File: src/dcache_pkg.sv
package dcache_pkg;

	// cache geometry
	localparam int unsigned num_ways = 4;
	localparam int unsigned num_sets = 16;
	localparam int unsigned set_w = 4;
	localparam int unsigned offset_w = 5;
	localparam int unsigned words_per_line = 8;
	localparam int unsigned tag_w = 32 - set_w - offset_w;

	// every line transfer is 8 beats, so the burst length field is 7
	localparam int unsigned line_burst_len = words_per_line - 1;

	typedef logic [31:0] addr_t;
	typedef logic [31:0] word_t;
	typedef logic [3:0] strb_t;
	typedef logic [tag_w-1:0] tag_t;
	typedef logic [set_w-1:0] set_t;
	typedef logic [$clog2(words_per_line)-1:0] word_sel_t;
	typedef logic [words_per_line*32-1:0] line_t;
	typedef logic [num_ways-1:0] way_vec_t;
	typedef logic [num_ways-2:0] plru_t;
	typedef logic [7:0] burst_len_t;

	typedef enum logic [3:0] {
		idle,
		lookup,
		victim,
		evict_check,
		wb_req,
		wb_data,
		refill_req,
		refill_data,
		refill_write,
		write_hit,
		read_hit,
		respond
	} ctrl_state_t;

endpackage

File: src/dcache_line_buffer.sv
module dcache_line_buffer
	import dcache_pkg::*;
(
	input logic clk,
	input logic rst,
	input logic wb_load,
	input line_t sel_line,
	input logic wr_beat,
	input logic rd_beat,
	input word_t mem_rd_rsp_data,
	output word_t wr_word,
	output logic wr_last,
	output line_t refill_line
);

	line_t wb_shift_q;
	line_t refill_q;
	word_sel_t beat_cnt_q;

	// refill collector
	// each beat enters at the top, so after 8 beats the first one sits in word 0
	always_ff @(posedge clk) begin
		if (rd_beat)
			refill_q <= {mem_rd_rsp_data, refill_q[$bits(line_t)-1:32]};
	end

	assign refill_line = refill_q;

	// write-back shifter, word 0 goes out first
	always_ff @(posedge clk) begin
		if (wb_load)
			wb_shift_q <= sel_line;
		else if (wr_beat)
			wb_shift_q <= {32'b0, wb_shift_q[$bits(line_t)-1:32]};
	end

	assign wr_word = wb_shift_q[31:0];

	// beat counter for the write burst
	always_ff @(posedge clk) begin
		if (rst || wb_load)
			beat_cnt_q <= '0;
		else if (wr_beat)
			beat_cnt_q <= beat_cnt_q + word_sel_t'(1);
	end

	assign wr_last = (beat_cnt_q == word_sel_t'(words_per_line - 1));

endmodule

File: config.mk
export PLATFORM = sky130hd
export DESIGN_NAME = dcache_line_buffer
export DESIGN_NICKNAME = d
export VERILOG_FILES = /design/src/dcache_pkg.sv /design/src/dcache_line_buffer.sv
export SDC_FILE = /design/constraint.sdc
export NUM_CORES = 1
export LEC_CHECK = 0
export BUFFER_PORTS_ARGS = -buffer_cell sky130_fd_sc_hd__buf_4
export CAP_MARGIN = 20
export CELL_PAD_IN_SITES_DETAIL_PLACEMENT = 1
export CELL_PAD_IN_SITES_GLOBAL_PLACEMENT = 1
export CORE_AREA = 2 2 225 227
export CTS_CLUSTER_DIAMETER = 100
export CTS_CLUSTER_SIZE = 30
export DETAILED_ROUTE_END_ITERATION = 10
export DIE_AREA = 0 0 227 229
export PLACE_DENSITY_LB_ADDON = 0.2
export SYNTH_ARGS = -nofsm -noshare
export SYNTH_HDL_FRONTEND = slang
export SYNTH_SLANG_ARGS = --single-unit
File: constraint.sdc
create_clock -name clk -period 9.8 [get_ports clk]
set_input_delay 0.98 -clock clk [delete_from_list [all_inputs] [get_ports clk]]
set_output_delay 0.98 -clock clk [all_outputs]
set_load 0.02 [all_outputs]
Word-level counts from Yosys, hierarchy flattened
Index checks and enable logic that the tools add are counted.
{ "word_totals": {"ff_bits": 515, "in_bits": 293, "word_cells": 9} }
{ "classes": {"addsub": 1, "eq_ne": 1, "muxes": 2, "reduce_logical": 2} }
{ "ops": {"columns": ["op", "count"], "rows": [
  ["$mux W256", 2],
  ["$add A3 B1 Y3 const B", 1],
  ["$eq A3 B3 Y1 const B", 1],
  ["$reduce_bool A2 Y1", 1],
  ["$logic_or A1 B1 Y1", 1]
]} }

Depth between registers and ports, before layout
{ "depth": {"depth_word": 2, "depth_mapped": 4, "depth_no_buf": 4} }

Least setup slack after synthesis
No wires, ideal clock.
{ "synth_path": {"path_kind": "input-to-reg", "startpoint": "input wb_load", "endpoint": "register wb_shift_q[0], enable pin", "t_arrival_ps": 4449, "setup_slack_ps": 4840, "path_stages": 4, "path_cell_list": "buf_6 > buf_6 > buf_6 > or2_2"} }
{ "synth_between": {"elab_chain_len": 1} }
{ "synth_rtl": {"columns": ["element", "line_no", "source"], "rows": [
  ["start, declared", "dcache_line_buffer.sv:6", "input logic wb_load,"],
  ["$reduce_bool A2 Y1 (no source line)", null, null],
  ["end signal, assigned", "dcache_line_buffer.sv:32", "wb_shift_q <= sel_line;"],
  ["end signal, assigned", "dcache_line_buffer.sv:34", "wb_shift_q <= {32'b0, wb_shift_q[$bits(line_t)-1:32]};"],
  ["end, declared", "dcache_line_buffer.sv:16", "line_t wb_shift_q;"]
]} }
No other way between the ends.
A chain may end at the register's enable or synchronous reset.

Worst setup path after layout
{ "layout_path": {"startpoint": "input wb_load", "endpoint": "register wb_shift_q[16], enable pin"} }
The elaborated chain is that of the path after synthesis.

==> summary.md <==
| Metric | Value |
|---|---|
| Crit path kind | primary input to register |
| Iter 0 DRT Violations | just under 500 |
| Pwr Density | between 150 and 200 nW/um2 |
| Clock root cell | clkbuf_16 |
| Slew @ Worst Pin | around 1.1 ns |
| RSZ-0062 raised after global routing | no |
| Cell Rows | 82 |
| Max IR drop VDD | 0.157 mV |
| Crit-path max cell delay | a little under 0.8 ns |
| Drt drc | 0 |
| Worst Skew | 0.0294 ns |
| Synthesized Nets | between 1000 and 1500 |
| Final WL | between 40000 and 50000 um |
| Layout area overhead | 28.3% |
| Top-level port count | approximately 580 |
| NumNets Final | ~1700 |
| Slew margin rel. | 0.293 |
| Initial Util | 0.390 |
| Postcts setup bufs | 0 |
| Clk_lat worst skew | 0.58 ns |
| Int Pwr | approximately 3.4 mW |
| Synth Instances | between 800 and 900 |
| Slowest CP cell | buf_4 |
| Vias per cell | between 4 and 5 |
| Synthesized area per cell | 23.0 um2 |
| Worst min path class | register to register |
| Total CTS buffers | 22 |
| Overall routing resource usage | 0.165 |
| DIE WIDTH | approximately 230 um |
| Area fraction of the dominant cell type after synthesis | 0.794 |
| Clock transition at the registers of the reported paths | between 0.1 and 0.15 ns |
| Initial antenna violation count | 11 |
| Worst hold margin | between 0.4 and 0.5 ns |
| Worst Setup Start Kind | primary input |
| CP bufs+invs | 2 |
| Synth top area cells | edfxtp_1, mux2_4, mux2_2 |
| Cts repair resizes | 0 |
| Crit path cell chain | buf_8 -> or2_4 -> buf_4 |
| Pin count of the biggest net entering global routing | around 150 |
| Power Total | ~4.3 mW |
| DP Area | roughly 24000 um2 |
| Worst reg2reg setup slack | a little under 9 ns |
| Worst setup margin | 6.94 ns |
| Area leader, netlist | edfxtp_1 |
| Sw frac | 0.227 |
| Period Utilization, post-route | 0.292 |
| Comb pwr share | 0.125 |
| Remaining antenna violation count | 0 |
| Power share of the clock group | 0.253 |
| CP max FO | 101 |
| Sequential element share of the synthesized area | 0.797 |
| Die Span Y | ~230 um |
| Leakage | ~10 nW |
| Final core utilization | 0.500 |
| Sequential fraction of design power | 0.623 |
| Post-route non-filler standard cell count | 2081 |
| Routability congestion estimate from global placement | ~0.76 |
| Grt ovf | 0 |
| Die area | roughly 52000 um2 |
| Max Fclk | between 300 and 400 MHz |
| Cell family with most CP delay | buffers and inverters |
| H-tree Lvls | 1 |
| Buffers on Ports | slightly below 600 |
| CP endpoint kind | register |
| DR vias | 9312 |
| Tmin final | between 2 and 3 ns |
| # setup viols final | 0 |
| Flops & latches, synth | roughly 520 |
| Setup TNS Final | 0 ns |
| Synth Cell Area | between 15000 and 20000 um2 |
| Run status | complete, no violations |
| Vias in the first global route | ~10000 |
| Maximum root-to-sink buffer count | 3 |
| WP data required | 10.00 ns |
| Fill count | ~4700 |
| Final Hold Violating Endpoints | 0 |
| Max-cap violations | 0 |
| Area of the multi-input gates | roughly 3400 um2 |
| Layout cells sized above 1 | 0.603 |
| Yosys warns | 0 |
| Hpwl dp | roughly 33000 um |
| First-pass GRT wire length | approximately 64000 um |
| Pins Over Slew Limit | 0 |
| Pre-CTS setup slack | about 6.3 ns |
| Placed insts | 2040 |
| Critical path arrival | 3.06 ns |
| CTS tree | yes |
| Register area | 15400 um2 |
| DRT Pass-1 Iters | 4 |
| Switching pwr | ~1 mW |
| Core Footprint | ~50000 um2 |
| Post-synth cell types | 14 |
| WL/cell | between 20 and 25 um |
| Clk sinks | around 520 |
| Fin area | between 20000 and 25000 um2 |
| CTS Hold Bufs | 0 |
[layer usage]
layer | GRT usage | share of wire
met5 | 0 | 0.0013
met3 | 0.0594 | 0.094
met1 | 0.180 | 0.35
met4 | 0.0404 | 0.019
met2 | 0.302 | 0.53
[cells in the mapped netlist]
master	number
and2_1	32
buf_2	7
buf_4	32
buf_6	20
clkbuf_1	2
dfxtp_1	3
edfxtp_1	512
ha_1	2
mux2_2	60
mux2_4	164
mux2i_1	2
nor3_1	3
or2_2	1
xnor2_1	1
[logic make-up (layout without fill, tap and decap cells)]
family        after synthesis  count (layout)  synth area share
xor+xnor                    1               1          0.000453
fa+ha+maj                   2               2           0.00129
buf+inv                    61             621            0.0262
flops                     515             515             0.797
mux                       226             226             0.163
other cells                 0               8                 0
simple gates               36              36            0.0114
[state kept, by name, summed over array words and instances, names as in the netlist]
name,flops
wb_shift_q,256
refill_line,256
beat_cnt_q,3
[power groups by stage]
stage / Sequential (mW) / Clock [mW] / Combinational (mW)
CTS: 2.71 / 1.15 / 0.550
global placement: 2.75 / 0 / 0.539
finish: 2.71 / 1.10 / 0.541
global route: 2.73 / 1.21 / 0.574
floorplan: 2.82 / 0 / 0.224
detailed placement: 2.76 / 0 / 0.549
[worst reg2reg max path, delay by kind of cell, from the launching register on]
family,cells,cell delay (ns)
adders and majority gates,2,0.46
and+or+nand+nor,1,0.06
DFF,1,0.34
muxes,1,0.15
[placed cells by master, fill, tap and decap left out, types with 3 or more instances in the layout]
cell type and instances:
and2_1 32, buf_4 585, clkbuf_16 22, clkinvlp_4 3, dfxtp_1 3, diode_2 8, edfxtp_1 512, mux2_2 60
mux2_4 164, nor3_1 3
[cell type report]
cell class                 count  share of cell area
multi-input combinational    265               0.138
clock inverter                 9             0.00363
tap                          672              0.0339
timing repair buffer         589               0.180
clock buffer                  23              0.0223
antenna                        8            0.000806
sequential                   515               0.622
[path summary, 6_finish.rpt]
path / startpoint / to / depth (start not counted)
setup / recovery: wb_load / wb_shift_q[16]$_DFFE_PP_ / 3
hold / removal: refill_line[226]$_DFFE_PP_ / refill_line[194]$_DFFE_PP_ / 0
setup reg to reg: beat_cnt_q[0]$_SDFFE_PP0P_ / beat_cnt_q[2]$_SDFFE_PP0P_ / 4
hold reg to reg: refill_line[226]$_DFFE_PP_ / refill_line[194]$_DFFE_PP_ / 0
Note: power is estimated with default switching activity, not from simulation.
