--- src/dcache_pkg.sv ---
package dcache_pkg;

	// cache geometry
	localparam int unsigned num_ways = 4;
	localparam int unsigned num_sets = 16;
	localparam int unsigned set_w = 4;
	localparam int unsigned offset_w = 5;
	localparam int unsigned words_per_line = 8;
	localparam int unsigned tag_w = 32 - set_w - offset_w;

	// every line transfer is 8 beats, so the burst length field is 7
	localparam int unsigned line_burst_len = words_per_line - 1;

	typedef logic [31:0] addr_t;
	typedef logic [31:0] word_t;
	typedef logic [3:0] strb_t;
	typedef logic [tag_w-1:0] tag_t;
	typedef logic [set_w-1:0] set_t;
	typedef logic [$clog2(words_per_line)-1:0] word_sel_t;
	typedef logic [words_per_line*32-1:0] line_t;
	typedef logic [num_ways-1:0] way_vec_t;
	typedef logic [num_ways-2:0] plru_t;
	typedef logic [7:0] burst_len_t;

	typedef enum logic [3:0] {
		idle,
		lookup,
		victim,
		evict_check,
		wb_req,
		wb_data,
		refill_req,
		refill_data,
		refill_write,
		write_hit,
		read_hit,
		respond
	} ctrl_state_t;

endpackage

--- src/dcache_ctrl.sv ---
module dcache_ctrl
	import dcache_pkg::*;
(
	input logic clk,
	input logic rst,
	input logic mem_req_valid,
	input logic mem_req,
	input addr_t mem_req_addr,
	input word_t mem_req_wdata,
	input strb_t mem_req_wstrb,
	input logic cache_rsp_ready,
	input logic mem_rd_req_ready,
	input logic mem_rd_rsp_valid,
	input logic mem_rd_rsp_last,
	input logic mem_wr_req_ready,
	input logic mem_wr_data_ready,
	input way_vec_t hit_way,
	input way_vec_t victim_way,
	input logic sel_dirty,
	input tag_t sel_tag,
	input logic wr_last,
	output logic mem_req_ready,
	output logic cache_rsp_valid,
	output logic mem_rd_req_valid,
	output addr_t mem_rd_req_addr,
	output logic mem_rd_rsp_ready,
	output logic mem_wr_req_valid,
	output addr_t mem_wr_req_addr,
	output logic mem_wr_data_valid,
	output set_t set,
	output tag_t tag,
	output word_sel_t word_sel,
	output way_vec_t way_sel,
	output word_t wdata,
	output strb_t wstrb,
	output logic tag_we,
	output logic data_we,
	output logic refill_sel,
	output logic mark_dirty,
	output logic access,
	output logic wb_load
);

	ctrl_state_t state_q;
	ctrl_state_t state_d;

	logic req_write_q;
	addr_t addr_q;
	word_t wdata_q;
	strb_t wstrb_q;
	way_vec_t way_sel_q;

	// request capture while idle
	always_ff @(posedge clk) begin
		if (state_q == idle && mem_req_valid) begin
			req_write_q <= mem_req;
			addr_q <= mem_req_addr;
			wdata_q <= mem_req_wdata;
			wstrb_q <= mem_req_wstrb;
		end
	end

	// address split
	assign tag = addr_q[31 -: tag_w];
	assign set = addr_q[offset_w +: set_w];
	assign word_sel = addr_q[offset_w-1:2];
	assign wdata = wdata_q;
	assign wstrb = wstrb_q;

	// hit way from lookup or the victim on a miss
	always_ff @(posedge clk) begin
		if (rst)
			way_sel_q <= '0;
		else if (state_q == lookup)
			way_sel_q <= hit_way;
		else if (state_q == victim)
			way_sel_q <= victim_way;
	end

	assign way_sel = way_sel_q;

	always_ff @(posedge clk) begin
		if (rst)
			state_q <= idle;
		else
			state_q <= state_d;
	end

	always_comb begin
		state_d = state_q;
		case (state_q)
			idle:
				if (mem_req_valid)
					state_d = lookup;
			lookup:
				if (|hit_way)
					state_d = req_write_q ? write_hit : read_hit;
				else
					state_d = victim;
			victim:
				state_d = evict_check;
			evict_check:
				state_d = sel_dirty ? wb_req : refill_req;
			wb_req:
				if (mem_wr_req_ready)
					state_d = wb_data;
			wb_data:
				if (mem_wr_data_ready && wr_last)
					state_d = refill_req;
			refill_req:
				if (mem_rd_req_ready)
					state_d = refill_data;
			refill_data:
				if (mem_rd_rsp_valid && mem_rd_rsp_last)
					state_d = refill_write;
			refill_write:
				state_d = req_write_q ? write_hit : read_hit;
			write_hit:
				state_d = idle;
			read_hit:
				state_d = respond;
			respond:
				if (cache_rsp_ready)
					state_d = idle;
			default:
				state_d = idle;
		endcase
	end

	// handshakes decoded from the registered state
	assign mem_req_ready = (state_q == idle);
	assign cache_rsp_valid = (state_q == respond);
	assign mem_rd_req_valid = (state_q == refill_req);
	assign mem_rd_rsp_ready = (state_q == refill_data);
	assign mem_wr_req_valid = (state_q == wb_req);
	assign mem_wr_data_valid = (state_q == wb_data);

	// line addresses for refill and write-back
	assign mem_rd_req_addr = {tag, set, {offset_w{1'b0}}};
	assign mem_wr_req_addr = {sel_tag, set, {offset_w{1'b0}}};

	// array strobes
	assign tag_we = (state_q == refill_write);
	assign refill_sel = (state_q == refill_write);
	assign data_we = (state_q == refill_write) || (state_q == write_hit);
	assign mark_dirty = (state_q == write_hit);
	assign access = (state_q == read_hit) || (state_q == write_hit);
	assign wb_load = (state_q == evict_check) && sel_dirty;

	// a waiting response keeps valid and the set, word and way that select its data
	a_rsp_held: assert property (@(posedge clk) disable iff (rst)
		cache_rsp_valid && !cache_rsp_ready |=> cache_rsp_valid && $stable(set)
			&& $stable(word_sel) && $stable(way_sel));

endmodule

--- config.mk ---
export PLATFORM = sky130hd
export DESIGN_NAME = dcache_ctrl
export DESIGN_NICKNAME = d
export VERILOG_FILES = /design/src/dcache_pkg.sv /design/src/dcache_ctrl.sv
export SDC_FILE = /design/constraint.sdc
export NUM_CORES = 1
export LEC_CHECK = 0
export BUFFER_PORTS_ARGS = -buffer_cell sky130_fd_sc_hd__buf_2
export CAP_MARGIN = 15
export CORE_AREA = 8 8 113 115
export CTS_CLUSTER_DIAMETER = 60
export DETAILED_ROUTE_END_ITERATION = 6
export DIE_AREA = 0 0 121 123
export GPL_ROUTABILITY_DRIVEN = 0
export PLACE_DENSITY = 0.74
export SETUP_SLACK_MARGIN = 0.15
export SLEW_MARGIN = 20
export SYNTH_ARGS = -nofsm -noshare
export SYNTH_HDL_FRONTEND = slang
export SYNTH_SLANG_ARGS = --single-unit
--- constraint.sdc ---
create_clock -name clk -period 4.7 [get_ports clk]
set_clock_uncertainty 0.15 [all_clocks]
set_input_delay 0.235 -clock clk [delete_from_list [all_inputs] [get_ports clk]]
set_output_delay 0.235 -clock clk [all_outputs]
set_load 0.05 [all_outputs]
# Yosys cells after proc, flatten, opt, wreduce, memory -nomap -nowiden
# Index checks and enable logic that the tools add are counted.
# totals
regBits,77
in_bits,111
out_inout_bits,146
wordCells,45
# op_classes
eq_ne,17
n_mux,12
n_reduce_logical,10
# op_table
operator,n
$pmux 4 s11,1
$mux 4,9
$eq 4x3->1 const B,4
$eq 4x4->1 const B,4
$eq 4x2->1 const B,2
$ne 2x2->1 const B,4
$reduce_and 6->1,1
$eq 4x1->1 const B,1
$logic_and 1x1->1,4
$logic_not 4->1,1
$mux 2,2
$ne 2x1->1 const B,2
$reduce_or 4->1,1
$logic_or 1x1->1,2
$reduce_bool 2->1,1

# Depth between registers and ports, before layout
# logic_depth
word_depth,3
ltp_mapped,6
depth_no_buf,4

# Worst setup path before layout
# No wires, ideal clock.
# synth_path
path_type,reg2reg
start,register state_q[1]
end,"register addr_q[10], enable pin"
setup_ns,0.432
arrival_ns,3.502
t_required_ns,4.118
setup_slack_ns,0.616
stages_incl_launch_ff,5
n_path_buf,1
synth_period_minus_slack_ns,4.084
path_cell_list,dfxtp_1 buf_6 or2_4 nor3_1 and2_1
# synth_via
elab_chain_cells,2
# synth_rtl
item,line,rtl
start: declaration,dcache_ctrl.sv:44,ctrl_state_t state_q;
start signal: assignment,dcache_ctrl.sv:84,state_q <= idle;
start signal: assignment,dcache_ctrl.sv:86,state_q <= state_d;
$logic_not 4->1,n/a,
named net mem_req_ready,dcache_ctrl.sv:22,"output logic mem_req_ready,"
$logic_and 1x1->1,dcache_ctrl.sv:55,if (state_q == idle && mem_req_valid) begin
end signal: assignment,dcache_ctrl.sv:57,addr_q <= mem_req_addr;
end: declaration,dcache_ctrl.sv:48,addr_t addr_q;
# The timed path passes the listed nets, and every way through them passes these cells.
# A chain may end at the register's enable or synchronous reset.

# Worst setup path in the final report
# layout_path
start,register state_q[1]
end,"register addr_q[6], enable pin"
# layout_via
elab_chain_cells,2
# layout_rtl
item,line
$logic_not 4->1,dcache_ctrl.sv:55
$logic_and 1x1->1,dcache_ctrl.sv:55
# No other way between the ends.

==> results.ini <==
[floorplan]
num_rows=39
start_util_pct=28.8
floorplan.die_area_sq_um=14900
fp.dieW_um=121
core-area_sq_um=11100
die_h_um=123
io_pins=257

[power]
p_leak_uw=0.00215
ir_worst_vdd_v=0.000374
power.density_nw_per_um2=712
total_power_uw=3490

[detailed_routing]
vias_per_cell=4.16
drc=0
avgRoutedWirePerCell_um=16.5
drt_wl_total_um=9640
dr.pass1.iters=4
drt-initial-drc-count=75
ant_nets=0
vias=2436

[clock_tree]
clk_path_buf_depth=2
cts_max_level=3
clock_latency_ns=0.33
cts_inserted_buffers=9
clock-sinks=75
clock-root-buffer=clkbuf_16
post-cts-setup-buffers=0
path_clk_slew_ns=0.06
cts_tree=built

[critical_path]
path_class=register to register
critPathLaunchType=register
r2r-start=state_q[1]
r2r_slack_ns=1.86
end_kind=register
path_max_fanout=43
crit_path_end=addr_q[6]
worstPathRequired_ns=4.54
cp-startpoint=state_q[1]
r2r_cells=4
r2r-end=addr_q[6]
worst_ep_arrival_time_ns=2.68

[sta]
finalCritPeriodShare_pct=60.4
fin_crit_ns=2.84
holdWs_ns=0.0665
setup_viol=0
hold_viol_final=0
rsz0062_at_grt=false
max_freq_mhz=352
drv_slew=0
slew-limit-headroom_pct=32.7
max_slew.worst_pin.slew_ns=1.01
setup-tns-final_ns=0

[synth]
synthSimpleGateAreaFrac_pct=7.76
synthFlopType=edfxtp_1
ys_ff_latch=75
yosysWarnings=0
ys_seq_area_share_pct=68.0
synthXorXnorAreaFrac_pct=0.549
synth_edf_count=67
ys_async_sr_fraction_pct=0
synth_top_family_by_area=buffers and inverters
netlist_area_sq_um=3190
synth-compound-area-share_pct=5.05
synth_cell_types=43
syn_area_per_cell_sq_um=14.2
netlist_instances=225
synthMuxAreaShare_pct=1.57
synthAdderAreaFrac_pct=0

[global_route]
grt_overflow=0
grt_antenna_before_repair=0
grtUsageTotal_pct=12.0
grt_pass1_vias=2580
grt_pass1_wl_um=13800
grt_max_degree=44

[flow_run]
maxCapViolations=0

[final_layout]
final_area_sq_um=4910
syn_to_final_growth_pct=53.8
drive_gt1_share_pct=49.8
fill_cells=999
antenna_cells=0
final_nets=549

[worst_hold_path]
whs_path_depth=2
hold_path.class=input port to register

[placement]
hpwl_um=7050
port_buffers=198
place_area_sq_um=3880

[run_status]
status=finished, final reports clean

-- routing by layer --
metal  wire, um  global-route usage (%)  up-vias  share of wire, %
met5          0                       0        -                 0
met4        188                    7.03        0               2.0
met3       1060                    4.43       17                11
met2       5110                    22.1      143                53
met1       3290                    11.2     1125                34
li1           -                       -     1151                 -
-- registers in the layout, summed over array words and instances (netlist names) --
register	count
addr_q	30
req_write_q	1
state_q	4
way_sel	4
wdata	32
wstrb	4
-- power by group --
group	switching [uW]	total, uW	internal, uW	leakage (uW)
clock network	254	825	572	0.000176
logic	1230	1580	350	0.00128
registers	118	1090	968	0.000693
-- cells in the final DEF (no fill, tap or decap), types with 2 or more instances in the layout --
| cell type | count |
|---|---|
| dlygate4sd3_1 | 67 |
| clkbuf_16 | 9 |
| conb_1 | 10 |
| nand2b_1 | 5 |
| dfxtp_1 | 8 |
| nor3_1 | 8 |
| a211oi_1 | 5 |
| a21oi_1 | 2 |
| and2_0 | 2 |
| nand3b_1 | 2 |
| o21ai_0 | 4 |
| buf_2 | 198 |
| nor2_1 | 13 |
| mux2i_1 | 5 |
| inv_1 | 3 |
| nand2_1 | 3 |
| edfxtp_1 | 67 |
| bufinv_16 | 4 |
-- how the worst min path moves through the flow --
stage                           start         end
finish                            rst  state_q[3]
global placement    mem_req_wdata[23]   wdata[23]
CTS                   cache_rsp_ready  state_q[3]
detailed placement  mem_req_wdata[27]   wdata[27]
global route          cache_rsp_ready  state_q[3]
floorplan            mem_req_addr[10]  addr_q[10]
-- metrics by stage --
| step | utilization (%) | setup slack [ns] | cells |
|---|---|---|---|
| after global placement | 35.0 | 1.95 | 503 |
| after detailed placement | 35.0 | 1.84 | 503 |
| after CTS | 44.3 | 1.81 | 585 |
| final | 44.3 | 1.86 | 585 |
| after floorplan | - | 0.616 | 234 |
| after global routing | 44.3 | 1.64 | 585 |
-- critical path, cell delays in order, from the launching register on --
cell and delay (ns):
dfxtp_1 0.48, or2_4 0.36, nor3_1 0.18, and2_2 0.86, buf_4 0.44
-- repair_timing --
item,in CTS,in global routing
endpoints found under the setup margin,0,0
gates resized for setup,0,0
endpoints found under the hold margin,67,0
hold buffers,67,0
-- cells by family (layout without fill, tap and decap cells) --
| family | after synthesis | after routing |
|---|---|---|
| xor+xnor | 2 | 2 |
| other cells | 1 | 10 |
| simple gates | 44 | 44 |
| buf+inv | 76 | 284 |
| mux | 5 | 5 |
| flops | 75 | 75 |
| compound gates | 22 | 22 |
-- layout make-up --
| class | instances | area, sq um | share of cell area (%) |
|---|---|---|---|
| Clock inverter | 6 | 138 | 2.80 |
| Multi-Input combinational cell | 83 | 515 | 10.5 |
| Clock buffer | 9 | 225 | 4.59 |
| Timing Repair Buffer | 266 | 1670 | 34.0 |
| Inverter | 3 | 11.3 | 0.229 |
| Tap cell | 143 | 179 | 3.64 |
| Sequential cell | 75 | 2170 | 44.2 |
-- synthesized netlist by cell type (all sizes together), types with 4 or more instances --
| cell type | count | area share, % |
|---|---|---|
| o21ai | 4 | 0.63 |
| nand2b | 5 | 0.98 |
| mux2i | 5 | 1.6 |
| edfxtp | 67 | 63 |
| nor3 | 9 | 1.6 |
| dfxtp | 8 | 5.0 |
| a211oi | 5 | 1.2 |
| buf | 70 | 16 |
| or2 | 4 | 0.86 |
| nor2 | 14 | 1.9 |
Note: power is estimated with default switching activity, not from simulation.
